===== src/scb_config.svh =====
`ifndef SCB_CONFIG_SVH
`define SCB_CONFIG_SVH

// sid index bits, the wrap bit sits on top
`define SCB_SID_WIDTH 3

// architectural register index
`define SCB_REG_WIDTH 5

// alu0, alu1, beu, lsu
`define SCB_NUM_UNITS 4

`endif


===== src/scb_pkg.sv =====
`include "scb_config.svh"

package scb_pkg;

    typedef struct packed {
        logic                      wrap;
        logic [`SCB_SID_WIDTH-1:0] idx;
    } sid_t;

    typedef logic [`SCB_REG_WIDTH-1:0] reg_idx_t;

    // bit positions of the one-hot unit grant
    typedef enum logic [1:0] {
        UNIT_ALU0 = 2'd0,
        UNIT_ALU1 = 2'd1,
        UNIT_BEU  = 2'd2,
        UNIT_LSU  = 2'd3
    } unit_e;

    typedef enum logic [1:0] {
        CLASS_ALU = 2'd0,
        CLASS_BEU = 2'd1,
        CLASS_LSU = 2'd2
    } exe_class_e;

    typedef struct packed {
        logic       vld;
        exe_class_e exe_class;
        reg_idx_t   rd;
        reg_idx_t   rs1;
        reg_idx_t   rs2;
    } dec_slot_t;

    typedef struct packed {
        logic     vld;
        sid_t     sid;
        reg_idx_t rd;
        reg_idx_t rs1;
        reg_idx_t rs2;
    } op_slot_t;

    typedef struct packed {
        logic     vld;
        sid_t     sid;
        reg_idx_t rd;
    } wb_slot_t;

    typedef struct packed {
        logic vld;
        sid_t sid;
    } redirect_t;

    typedef struct packed {
        logic     busy;
        reg_idx_t rd;
        reg_idx_t rs1;
        reg_idx_t rs2;
        sid_t     sid;
    } entry_t;

    // a younger than b, index order flips across a wrap
    function automatic logic sid_newer(input sid_t a, input sid_t b);
        return (a.wrap == b.wrap) ? (a.idx > b.idx) : (a.idx < b.idx);
    endfunction

endpackage


===== src/scb_issue_arbiter.sv =====
`include "scb_config.svh"

module scb_issue_arbiter (
    input  logic                                  clk,
    input  logic                                  rst_n,
    input  scb_pkg::dec_slot_t [1:0]              dec_i,
    input  scb_pkg::entry_t [`SCB_NUM_UNITS-1:0]  entries_i,
    input  logic [1:0]                            op_stall_i,
    input  scb_pkg::redirect_t                    redirect_i,
    output logic [1:0]                            dec_stall_o,
    output logic [1:0]                            dec_flush_o,
    output scb_pkg::sid_t [1:0]                   dec_sid_o,
    output logic [1:0][`SCB_NUM_UNITS-1:0]        unit_grant_o,
    output logic [`SCB_NUM_UNITS-1:0]             wr_en_o,
    output logic [`SCB_NUM_UNITS-1:0]             wr_slot_o,
    output scb_pkg::sid_t [`SCB_NUM_UNITS-1:0]    wr_sid_o
);

    localparam int NU = `SCB_NUM_UNITS;
    localparam int SW = `SCB_SID_WIDTH + 1;

    logic [NU-1:0]  busy;
    logic [1:0]     waw;
    logic           pair_waw;
    logic [1:0]     acc;
    logic [SW-1:0]  sid_inc;
    scb_pkg::sid_t  sid_cnt;

    // occ holds units that are busy or already taken this cycle
    function automatic logic [NU-1:0] pick_unit(
        input scb_pkg::dec_slot_t d,
        input logic [NU-1:0]      occ
    );
        logic [NU-1:0] g;
        g = '0;
        if (d.vld) begin
            case (d.exe_class)
                scb_pkg::CLASS_ALU: begin
                    if (!occ[scb_pkg::UNIT_ALU0]) begin
                        g[scb_pkg::UNIT_ALU0] = 1'b1;
                    end else if (!occ[scb_pkg::UNIT_ALU1]) begin
                        g[scb_pkg::UNIT_ALU1] = 1'b1;
                    end
                end
                scb_pkg::CLASS_BEU: g[scb_pkg::UNIT_BEU] = !occ[scb_pkg::UNIT_BEU];
                scb_pkg::CLASS_LSU: g[scb_pkg::UNIT_LSU] = !occ[scb_pkg::UNIT_LSU];
                default: g = '0;
            endcase
        end
        return g;
    endfunction

    always_comb begin
        for (int u = 0; u < NU; u++) begin
            busy[u] = entries_i[u].busy;
        end
        for (int s = 0; s < 2; s++) begin
            waw[s] = 1'b0;
            for (int u = 0; u < NU; u++) begin
                if (entries_i[u].busy && entries_i[u].rd == dec_i[s].rd) begin
                    waw[s] = 1'b1;
                end
            end
        end
    end

    // slot 0 picks first, slot 1 sees its choice as occupied
    assign unit_grant_o[0] = waw[0] ? '0 : pick_unit(dec_i[0], busy);
    assign unit_grant_o[1] = waw[1] ? '0 : pick_unit(dec_i[1], busy | unit_grant_o[0]);

    assign pair_waw = dec_i[0].vld && dec_i[1].vld && (dec_i[0].rd == dec_i[1].rd);

    assign dec_stall_o[0] = dec_i[0].vld && (unit_grant_o[0] == '0 || op_stall_i[0]);
    assign dec_stall_o[1] = dec_i[1].vld && (unit_grant_o[1] == '0 || pair_waw ||
                                             op_stall_i[1] || dec_stall_o[0]);

    assign acc[0] = dec_i[0].vld && !dec_stall_o[0];
    assign acc[1] = dec_i[1].vld && !dec_stall_o[1];

    assign dec_sid_o[0] = sid_cnt;
    assign dec_sid_o[1] = acc[0] ? scb_pkg::sid_t'(sid_cnt + SW'(1)) : sid_cnt;

    assign sid_inc = SW'(acc[0]) + SW'(acc[1]);

    always_comb begin
        for (int s = 0; s < 2; s++) begin
            dec_flush_o[s] = redirect_i.vld && scb_pkg::sid_newer(dec_sid_o[s], redirect_i.sid);
        end
    end

    // grants never overlap, so at most one slot writes a unit
    always_comb begin
        for (int u = 0; u < NU; u++) begin
            wr_slot_o[u] = unit_grant_o[1][u] && acc[1];
            wr_en_o[u]   = (unit_grant_o[0][u] && acc[0]) || wr_slot_o[u];
            wr_sid_o[u]  = wr_slot_o[u] ? dec_sid_o[1] : dec_sid_o[0];
        end
    end

    always_ff @(posedge clk or negedge rst_n) begin
        if (!rst_n) begin
            sid_cnt <= '0;
        end else begin
            sid_cnt <= scb_pkg::sid_t'(sid_cnt + sid_inc);
        end
    end

endmodule


===== src/scb_entry.sv =====
module scb_entry (
    input  logic                     clk,
    input  logic                     rst_n,
    input  scb_pkg::dec_slot_t [1:0] dec_i,
    input  logic                     wr_en_i,
    input  logic                     wr_slot_i,
    input  scb_pkg::sid_t            wr_sid_i,
    input  logic [1:0]               rel_i,
    input  scb_pkg::sid_t [1:0]      rel_sid_i,
    input  scb_pkg::redirect_t       redirect_i,
    output scb_pkg::entry_t          entry_o
);

    logic              busy_q;
    scb_pkg::sid_t     sid_q;
    scb_pkg::reg_idx_t rd_q;
    scb_pkg::reg_idx_t rs1_q;
    scb_pkg::reg_idx_t rs2_q;
    logic              flush;
    logic              rel_hit;

    assign flush = redirect_i.vld && scb_pkg::sid_newer(sid_q, redirect_i.sid);

    assign rel_hit = (rel_i[0] && rel_sid_i[0] == sid_q) ||
                     (rel_i[1] && rel_sid_i[1] == sid_q);

    // flush beats write, write beats release
    always_ff @(posedge clk or negedge rst_n) begin
        if (!rst_n) begin
            busy_q <= 1'b0;
            sid_q  <= '0;
        end else if (flush) begin
            busy_q <= 1'b0;
        end else if (wr_en_i) begin
            busy_q <= 1'b1;
            sid_q  <= wr_sid_i;
        end else if (rel_hit) begin
            busy_q <= 1'b0;
        end
    end

    always_ff @(posedge clk) begin
        if (wr_en_i && !flush) begin
            rd_q  <= dec_i[wr_slot_i].rd;
            rs1_q <= dec_i[wr_slot_i].rs1;
            rs2_q <= dec_i[wr_slot_i].rs2;
        end
    end

    assign entry_o.busy = busy_q;
    assign entry_o.rd   = rd_q;
    assign entry_o.rs1  = rs1_q;
    assign entry_o.rs2  = rs2_q;
    assign entry_o.sid  = sid_q;

endmodule


===== src/scb_raw_check.sv =====
`include "scb_config.svh"

module scb_raw_check (
    input  scb_pkg::op_slot_t [1:0]              op_i,
    input  scb_pkg::entry_t [`SCB_NUM_UNITS-1:0] entries_i,
    input  scb_pkg::redirect_t                   redirect_i,
    output logic [1:0]                           op_stall_o,
    output logic [1:0]                           op_flush_o
);

    localparam int NU = `SCB_NUM_UNITS;

    logic [1:0] raw_entry;
    logic [1:0] raw_pair;

    // older busy entries writing one of the sources
    always_comb begin
        for (int s = 0; s < 2; s++) begin
            raw_entry[s] = 1'b0;
            for (int u = 0; u < NU; u++) begin
                if (entries_i[u].busy &&
                    scb_pkg::sid_newer(op_i[s].sid, entries_i[u].sid) &&
                    (entries_i[u].rd == op_i[s].rs1 || entries_i[u].rd == op_i[s].rs2)) begin
                    raw_entry[s] = 1'b1;
                end
            end
        end
    end

    // the other operand slot, only when it is the older one
    always_comb begin
        for (int s = 0; s < 2; s++) begin
            raw_pair[s] = op_i[1-s].vld &&
                          scb_pkg::sid_newer(op_i[s].sid, op_i[1-s].sid) &&
                          (op_i[1-s].rd == op_i[s].rs1 || op_i[1-s].rd == op_i[s].rs2);
        end
    end

    always_comb begin
        for (int s = 0; s < 2; s++) begin
            op_stall_o[s] = op_i[s].vld && (raw_entry[s] || raw_pair[s]);
            op_flush_o[s] = redirect_i.vld && scb_pkg::sid_newer(op_i[s].sid, redirect_i.sid);
        end
    end

endmodule


===== src/scb_wb_ctrl.sv =====
module scb_wb_ctrl (
    input  scb_pkg::wb_slot_t [1:0] wb_i,
    input  scb_pkg::redirect_t      redirect_i,
    output logic [1:0]              wb_stall_o,
    output logic [1:0]              wb_flush_o,
    output logic [1:0]              rel_o,
    output scb_pkg::sid_t [1:0]     rel_sid_o
);

    logic same_rd;

    // two writebacks to one register, the older goes first
    assign same_rd = wb_i[0].vld && wb_i[1].vld && (wb_i[0].rd == wb_i[1].rd);

    assign wb_stall_o[0] = same_rd && scb_pkg::sid_newer(wb_i[0].sid, wb_i[1].sid);
    assign wb_stall_o[1] = same_rd && scb_pkg::sid_newer(wb_i[1].sid, wb_i[0].sid);

    always_comb begin
        for (int s = 0; s < 2; s++) begin
            rel_o[s]      = wb_i[s].vld && !wb_stall_o[s];
            rel_sid_o[s]  = wb_i[s].sid;
            wb_flush_o[s] = redirect_i.vld && scb_pkg::sid_newer(wb_i[s].sid, redirect_i.sid);
        end
    end

endmodule


===== src/scoreboard.sv =====
`include "scb_config.svh"

module scoreboard (
    input  logic                           clk,
    input  logic                           rst_n,
    // decoder
    input  scb_pkg::dec_slot_t [1:0]       dec_i,
    output logic [1:0]                     dec_stall_o,
    output logic [1:0]                     dec_flush_o,
    output scb_pkg::sid_t [1:0]            dec_sid_o,
    output logic [1:0][`SCB_NUM_UNITS-1:0] unit_grant_o,
    // operand stage
    input  scb_pkg::op_slot_t [1:0]        op_i,
    output logic [1:0]                     op_stall_o,
    output logic [1:0]                     op_flush_o,
    // writeback
    input  scb_pkg::wb_slot_t [1:0]        wb_i,
    output logic [1:0]                     wb_stall_o,
    output logic [1:0]                     wb_flush_o,
    input  scb_pkg::redirect_t             redirect_i
);

    scb_pkg::entry_t [`SCB_NUM_UNITS-1:0] entries;
    logic [`SCB_NUM_UNITS-1:0]            wr_en;
    logic [`SCB_NUM_UNITS-1:0]            wr_slot;
    scb_pkg::sid_t [`SCB_NUM_UNITS-1:0]   wr_sid;
    logic [1:0]                           rel;
    scb_pkg::sid_t [1:0]                  rel_sid;

    scb_issue_arbiter u_arbiter (
        .clk          (clk),
        .rst_n        (rst_n),
        .dec_i        (dec_i),
        .entries_i    (entries),
        .op_stall_i   (op_stall_o),
        .redirect_i   (redirect_i),
        .dec_stall_o  (dec_stall_o),
        .dec_flush_o  (dec_flush_o),
        .dec_sid_o    (dec_sid_o),
        .unit_grant_o (unit_grant_o),
        .wr_en_o      (wr_en),
        .wr_slot_o    (wr_slot),
        .wr_sid_o     (wr_sid)
    );

    // one entry per unit_e position
    for (genvar u = 0; u < `SCB_NUM_UNITS; u++) begin : g_entry
        scb_entry u_entry (
            .clk        (clk),
            .rst_n      (rst_n),
            .dec_i      (dec_i),
            .wr_en_i    (wr_en[u]),
            .wr_slot_i  (wr_slot[u]),
            .wr_sid_i   (wr_sid[u]),
            .rel_i      (rel),
            .rel_sid_i  (rel_sid),
            .redirect_i (redirect_i),
            .entry_o    (entries[u])
        );
    end

    scb_raw_check u_raw_check (
        .op_i       (op_i),
        .entries_i  (entries),
        .redirect_i (redirect_i),
        .op_stall_o (op_stall_o),
        .op_flush_o (op_flush_o)
    );

    scb_wb_ctrl u_wb_ctrl (
        .wb_i       (wb_i),
        .redirect_i (redirect_i),
        .wb_stall_o (wb_stall_o),
        .wb_flush_o (wb_flush_o),
        .rel_o      (rel),
        .rel_sid_o  (rel_sid)
    );

endmodule


===== config.mk =====
export PLATFORM = sky130hd
export DESIGN_NAME = scoreboard
export DESIGN_NICKNAME = d
export VERILOG_FILES = /design/src/scb_pkg.sv /design/src/scb_issue_arbiter.sv /design/src/scb_entry.sv /design/src/scb_raw_check.sv /design/src/scb_wb_ctrl.sv /design/src/scoreboard.sv
export VERILOG_INCLUDE_DIRS = /design/src /design/src/src
export SDC_FILE = /design/constraint.sdc
export NUM_CORES = 1
export LEC_CHECK = 0
export BUFFER_PORTS_ARGS = -buffer_cell sky130_fd_sc_hd__buf_2
export CORE_ASPECT_RATIO = 1.5
export CORE_MARGIN = 8
export CORE_UTILIZATION = 40
export CTS_CLUSTER_DIAMETER = 50
export DETAILED_ROUTE_END_ITERATION = 12
export GPL_TIMING_DRIVEN = 0
export PLACE_DENSITY_LB_ADDON = 0.1
export SKIP_LAST_GASP = 1
export SLEW_MARGIN = 20
export SYNTH_ARGS = -nofsm -noshare
export SYNTH_HDL_FRONTEND = slang
export SYNTH_SLANG_ARGS = --single-unit
export TNS_END_PERCENT = 10

===== constraint.sdc =====
create_clock -name clk -period 11.7 [get_ports clk]
set_input_delay 2.34 -clock clk [delete_from_list [all_inputs] [get_ports clk]]
set_output_delay 2.34 -clock clk [all_outputs]
set_load 0.02 [all_outputs]

Word-level counts from Yosys, hierarchy flattened:

Cells that the tools add are included.

* flip-flop bits (word level): 44
* bits in latches: 0
* bits in writable memories: 0
* memory bits (read-only): 0
* bits of input ports: 103
* output and inout port bits: 28
* logic and storage cells: 337
* memories kept: 0

* add/subtract/negate cells: 3
* multiply operators: 0
* divide/modulo/power cells: 0
* $lt $le $gt $ge: 48
* eq/ne operators: 64
* shift operators: 0
* multiplexer cells: 79
* bitwise operators: 5
* reduce and logical (&&, ||, !) cells: 120

Operators by type and width (count)
* $eq 5x5->1: 30
* $mux 15: 8
* $logic_and 1x1->1: 72
* $gt 3x3->1: 22
* $lt 3x3->1: 22
* $mux 1: 60
* $mux 4: 9
* $eq 4x4->1: 8
* $logic_or 1x1->1: 24
* $eq 1x1->1: 22
* $logic_not 1->1: 12
* $reduce_bool 3->1: 4
* $logic_not 4->1: 2
* $lt 1x2->1 const B: 4
* $reduce_and 2->1: 4
* $add 4x1->4 const B: 1
* $add 4x4->4: 1
* $eq 2x1->1 const B: 2
* $eq 2x2->1 const B: 2
* $logic_not 2->1: 2
* $mux 2: 2
* $not 1->1: 4
* $or 4x4->4: 1
* $add 1x1->2: 1

Depth between registers and ports, before layout:

* depth after elaboration: 24
* depth in mapped cells: 18
* depth with buffers taken out: 17

Modules after synthesis:

A second synthesis with hierarchy kept.

* cell total of the unflattened synthesis: 899
* area total of the unflattened synthesis: 8891.0 um2

By module, submodules not included
* scb_entry: times used 4, cells each 85, area each 1128.6 um2, seq. area each 575.6 um2
* scb_raw_check: times used 1, cells each 315, area each 2321.0 um2, seq. area each 0.0 um2
* scb_issue_arbiter: times used 1, cells each 187, area each 1611.5 um2, seq. area each 100.1 um2
* scb_wb_ctrl: times used 1, cells each 57, area each 444.2 um2, seq. area each 0.0 um2

Worst setup path after synthesis:

No wires, ideal clock.

* path kind: input -> output
* from: input op_i[16] (netlist bit)
* to: output dec_flush_o[1]
* arrival time: 5.449 ns
* data required time: 9.360 ns
* setup slack: 3.911 ns
* stages on the path: 15
* path buffers: 1
* cell sequence: ha_1 > nor2b_1 > o21ai_0 > nor3b_1 > o221ai_1 > a41oi_2 > or2_1 > buf_6 > mux2i_1 > inv_1 > ha_1 > a21o_1 > a21oi_1 > mux2i_1 > nor2b_1

RTL lines
* start, declared: RTL line scoreboard.sv:13 `input scb_pkg::op_slot_t [1:0] op_i,`
* end, declared: RTL line scoreboard.sv:9 `output logic [1:0] dec_flush_o,`

Worst setup path after layout:

* from: input op_i[15] (netlist bit)
* to: output dec_flush_o[1]

* longest elaborated chain between the ends: 18

Ends and longest elaborated chain
* $lt 3x3->1 or $gt 3x3->1 (tied branches): RTL line scb_pkg.sv:63 `return (a.wrap == b.wrap) ? (a.idx > b.idx) : (a.idx < b.idx);`
* $mux 1: RTL line scb_pkg.sv:63
* $logic_and 1x1->1: RTL line scb_raw_check.sv:21 `if (entries_i[u].busy &&`
* $logic_and 1x1->1: RTL line scb_raw_check.sv:22 `scb_pkg::sid_newer(op_i[s].sid, entries_i[u].sid) &&`
* $mux 1 (4 in a row): RTL line scb_raw_check.sv:21
* $logic_or 1x1->1 (*): RTL line scb_raw_check.sv:41 `op_stall_o[s] = op_i[s].vld && (raw_entry[s] || raw_pair[s]);`
* $logic_and 1x1->1 (*): RTL line scb_raw_check.sv:41
* $logic_or 1x1->1 (*): RTL line scb_issue_arbiter.sv:73 `assign dec_stall_o[0] = dec_i[0].vld && (unit_grant_o[0] == '0 || op_stall_i[0]);`
* $logic_and 1x1->1 (*): RTL line scb_issue_arbiter.sv:73
* $logic_not 1->1 (*): RTL line scb_issue_arbiter.sv:77 `assign acc[0] = dec_i[0].vld && !dec_stall_o[0];`
* $logic_and 1x1->1 (*): RTL line scb_issue_arbiter.sv:77
* $mux 4 (*): RTL line scb_issue_arbiter.sv:81 `assign dec_sid_o[1] = acc[0] ? scb_pkg::sid_t'(sid_cnt + SW'(1)) : sid_cnt;`
* $lt 3x3->1 (tied with other cells): RTL line scb_pkg.sv:63
* $mux 1 (*): RTL line scb_pkg.sv:63
* $logic_and 1x1->1 (*): RTL line scb_issue_arbiter.sv:87 `dec_flush_o[s] = redirect_i.vld && scb_pkg::sid_newer(dec_sid_o[s], redirect_i.sid);`

Mark *: on every way between the ends. The rest lies on a longest branch, timed or not.

==> results by group <==
Outcome
  – Status: completed

Timing
  – Final max-slew violation count: 0
  – RSZ-0062 raised after global routing: false
  – Final setup fails: 0
  – Final Hold Viols: 0
  – Period utilisation layout: between 70% and 80%
  – Slew headroom: around 44%
  – Clk_skew: between 0.009 and 0.01 ns
  – FMAX: roughly 120 MHz
  – Slew @ Worst Pin: ~0.84 ns
  – Tmin final: 8.23 ns
  – Setup TNS: 0 ns
  – Hold WS: around 0.61 ns

Global routing
  – Largest net degree at the start of global routing: 25
  – GR Overflow Total: 0
  – All-Layer GR Usage: about a fifth
  – First-pass GRT wire length: ~35000 um
  – Vias in the first global route: between 6000 and 7000
  – Initial antenna violation count: 0

Pwr
  – Sw Share: about half
  – Comb power frac: a little under two thirds
  – Total Power: 1.20 mW
  – Worst VDD drop: about 0.11 mV
  – Seq pwr share: approximately a quarter
  – Clk pwr share: 12.1%
  – P per Cell Area: about 160 mW/mm^2
  – P_sw: about 580 uW
  – P_leak: ~3.5 nW
  – Internal: just over 600 uW

Drt
  – DR vias/cell: about 5.7
  – Final WL: around 23000 um
  – Initial DRC Count: 271
  – DR WL/cell: 21.0 um
  – Residual DRC: 0
  – Detail Route Antenna Nets: 0
  – Drt first pass iters: 5
  – Vias: about 6100

Logic synthesis
  – Predominant post-synthesis flop cell: dfrtp_1
  – Register area share after synthesis: approximately 18%
  – Gate Count Post-Synth: 781
  – Ys async rst share: between 50% and 60%
  – Post-Synthesis Mean Instance Area: approximately 8.8 um^2
  – Post-synth EDFFs: 20
  – Synth warn: 0
  – Synthesized Nets: ~950
  – Synth top area share: approximately 17%
  – Synth Cell Area: 0.00686 mm^2
  – Top post-synthesis cells by area: xor2_1 (17%), ha_1 (12%), xnor2_1 (9.4%), dfrtp_1 (8.8%), edfxtp_1 (8.8%)
  – Synthesized flop and latch total: 44
  – Yosys cell types: slightly below 80
  – Area leader, netlist: xor2_1

Setup path
  – CP max-delay cell: a41oi_2
  – CP arrival: a little under 6 ns
  – Startpoint Class: primary input
  – Worst path max stage delay: 0.39 ns
  – Critical setup path kind: primary input to output port
  – Crit-path max FO: 9
  – CP bufs+invs: 5
  – Crit path cell chain: buf_2 -> inv_1 -> ha_1 -> and3_1 -> a211oi_1 -> o21ai_0 -> o22a_1 -> a41oi_2 -> or2_1 -> buf_6 -> mux2i_1 -> inv_1 -> ha_1 -> a21o_1 -> a21oi_1 -> a31oi_1 -> mux2i_1 -> nor2b_1 -> buf_2
  – Crit. End Element: output port
  – WP data required: ~9.4 ns
  – Setup slack, reg-to-reg: a little over 7 ns
  – Delay-heaviest family, CP: compound AO/OA/AOI/OAI gates

CTS
  – Post-CTS sizing: 0
  – CTS tree: built
  – H-tree lvl count: 2
  – Post-CTS setup repair buffer count: 0
  – Root Buffer Master: clkbuf_16
  – CTS Buf Count: 5
  – CTS Sinks: between 40 and 50
  – Worst-Skew Late Latency: around 0.30 ns
  – Longest Clk Path Bufs: 2
  – Hold buffer count at cts: 0
  – Clk slew on worst S/H paths: 0.07 ns

Die
  – Row count: 58
  – Core Box Area: 0.0168 mm^2
  – DIE HEIGHT: 176 um
  – Starting Density: between 40% and 50%
  – Die X-Extent: about 120 um
  – # IOs: 131
  – Die area: approximately 0.022 mm^2

Min path
  – Worst Hold Class: flop to flop

Final layout
  – Ratio of cells with drive above 1 in the final layout: ~22%
  – Layout area overhead: 11.3%
  – Layout net count: 1029
  – Antenna diodes: 0
  – Post-layout util: 45.5%

Placement
  – PortBufs: between 70 and 80
  – Final estimated routing congestion in global placement: around 0.86
  – Dpl hpwl: between 15000 and 20000 um

Run
  – Max-cap viol count: 0
[worst paths after layout]
kind | end | start | cells past startpoint
max | dec_flush_o[1] | op_i[15] | 19
min | u_arbiter.dec_sid_o[0] | u_arbiter.dec_sid_o[0] | 1
max reg2reg | u_arbiter.dec_sid_o[2] | g_entry[2].u_entry.entry_o[2] | 15
min reg2reg | u_arbiter.dec_sid_o[0] | u_arbiter.dec_sid_o[0] | 1
max in group asynchronous | g_entry[3].u_entry.entry_o[2] | rst_n | 1
min in group asynchronous | g_entry[2].u_entry.entry_o[3] | rst_n | 1
[cell usage after synthesis, types with 9 or more instances]
library cell and n:
o21ai_0 19, xor2_1 135, nor2_1 17, a31oi_1 14
nand2_1 24, a21oi_1 18, nand3_1 32, xnor2_1 74
nor2b_1 13, clkbuf_1 11, buf_6 14, inv_1 47
and2_1 10, dfrtp_1 24, buf_4 14, a22oi_1 9
edfxtp_1 20, buf_2 36, nor4_1 16, a21o_1 9
mux2_2 30, ha_1 64, nor3_1 25, and3_1 9
[through the flow]
step,cell area [um^2],worst slack [ns],std cells
after floorplan,6860,3.91,781
after global placement,7490,3.58,1064
after detailed placement,7490,3.47,1064
after CTS,7630,3.46,1072
after global routing,7630,3.17,1072
final,7630,3.47,1072
[metal layers]
metal  global-route usage, %  part of all wire (%)
met5                       0                     0
met4                    11.8                   5.3
met3                    2.72                   3.8
met2                    39.2                    54
met1                    21.4                    37
[power groups by stage]
stage	Combinational, mW	Clock, mW	Sequential, mW
after global placement	0.725	0	0.295
final	0.760	0.145	0.294
after detailed placement	0.759	0	0.297
after CTS	0.764	0.146	0.294
after global routing	0.844	0.152	0.299
after floorplan	0.560	0	0.266
[layout make-up]
cell class              instances  area [um^2]
clock inverters                 3         18.8
repair buffers                 73          365
clock buffers                   5          125
fillers                      1645         9130
plain buffers                  77          508
inverters                      47          176
multi-input cells             613         4970
well taps                     210          263
flip-flops and latches         44         1200
[state kept, by name, summed over array words and instances, names as in the netlist]
signal                   cells
g_entry.u_entry.rd_q        20
g_entry.u_entry.entry_o     16
u_arbiter.dec_sid_o          4
g_entry.u_entry.busy_q       4
[worst reg2reg max path, delay by kind of cell, from the launching register on]
kind | cells | cell delay (ns)
xor gates and xnor gates | 1 | 0.17
DFF | 1 | 0.56
and+or+nand+nor | 2 | 0.41
AOI/OAI and AO/OA | 5 | 1.27
buffers and inverters | 2 | 0.30
adders and majority gates | 4 | 1.19
muxes | 1 | 0.41
[cell usage in the layout (no fill, tap or decap), drive strengths merged, types with 8 or more instances in the layout]
cell / netlist / routed
nand2: 25 / 25
a22oi: 9 / 9
nor4: 16 / 16
a21oi: 18 / 18
clkbuf: 11 / 16
nor2b: 13 / 13
xnor2: 75 / 75
mux2: 31 / 31
nand3: 32 / 32
a21o: 9 / 9
ha: 64 / 64
nor2: 17 / 17
o21ai: 21 / 21
buf: 66 / 139
a211oi: 8 / 8
and3: 9 / 9
xor2: 135 / 135
edfxtp: 20 / 20
a31oi: 14 / 14
inv: 47 / 47
nor3: 26 / 26
dfrtp: 24 / 24
and2: 12 / 12
[logic make-up after synthesis]
family	after synthesis	share of synthesized area [%]
AO/OA/AOI/OAI	125	13.3
XOR/XNOR	210	27.1
adder cells (fa/ha/maj)	65	12.0
buffers and inverters	124	9.98
flip-flops	44	17.5
multiplexers	37	5.96
AND/OR/NAND/NOR	176	14.2
Power figures use the tool's default switching activity.
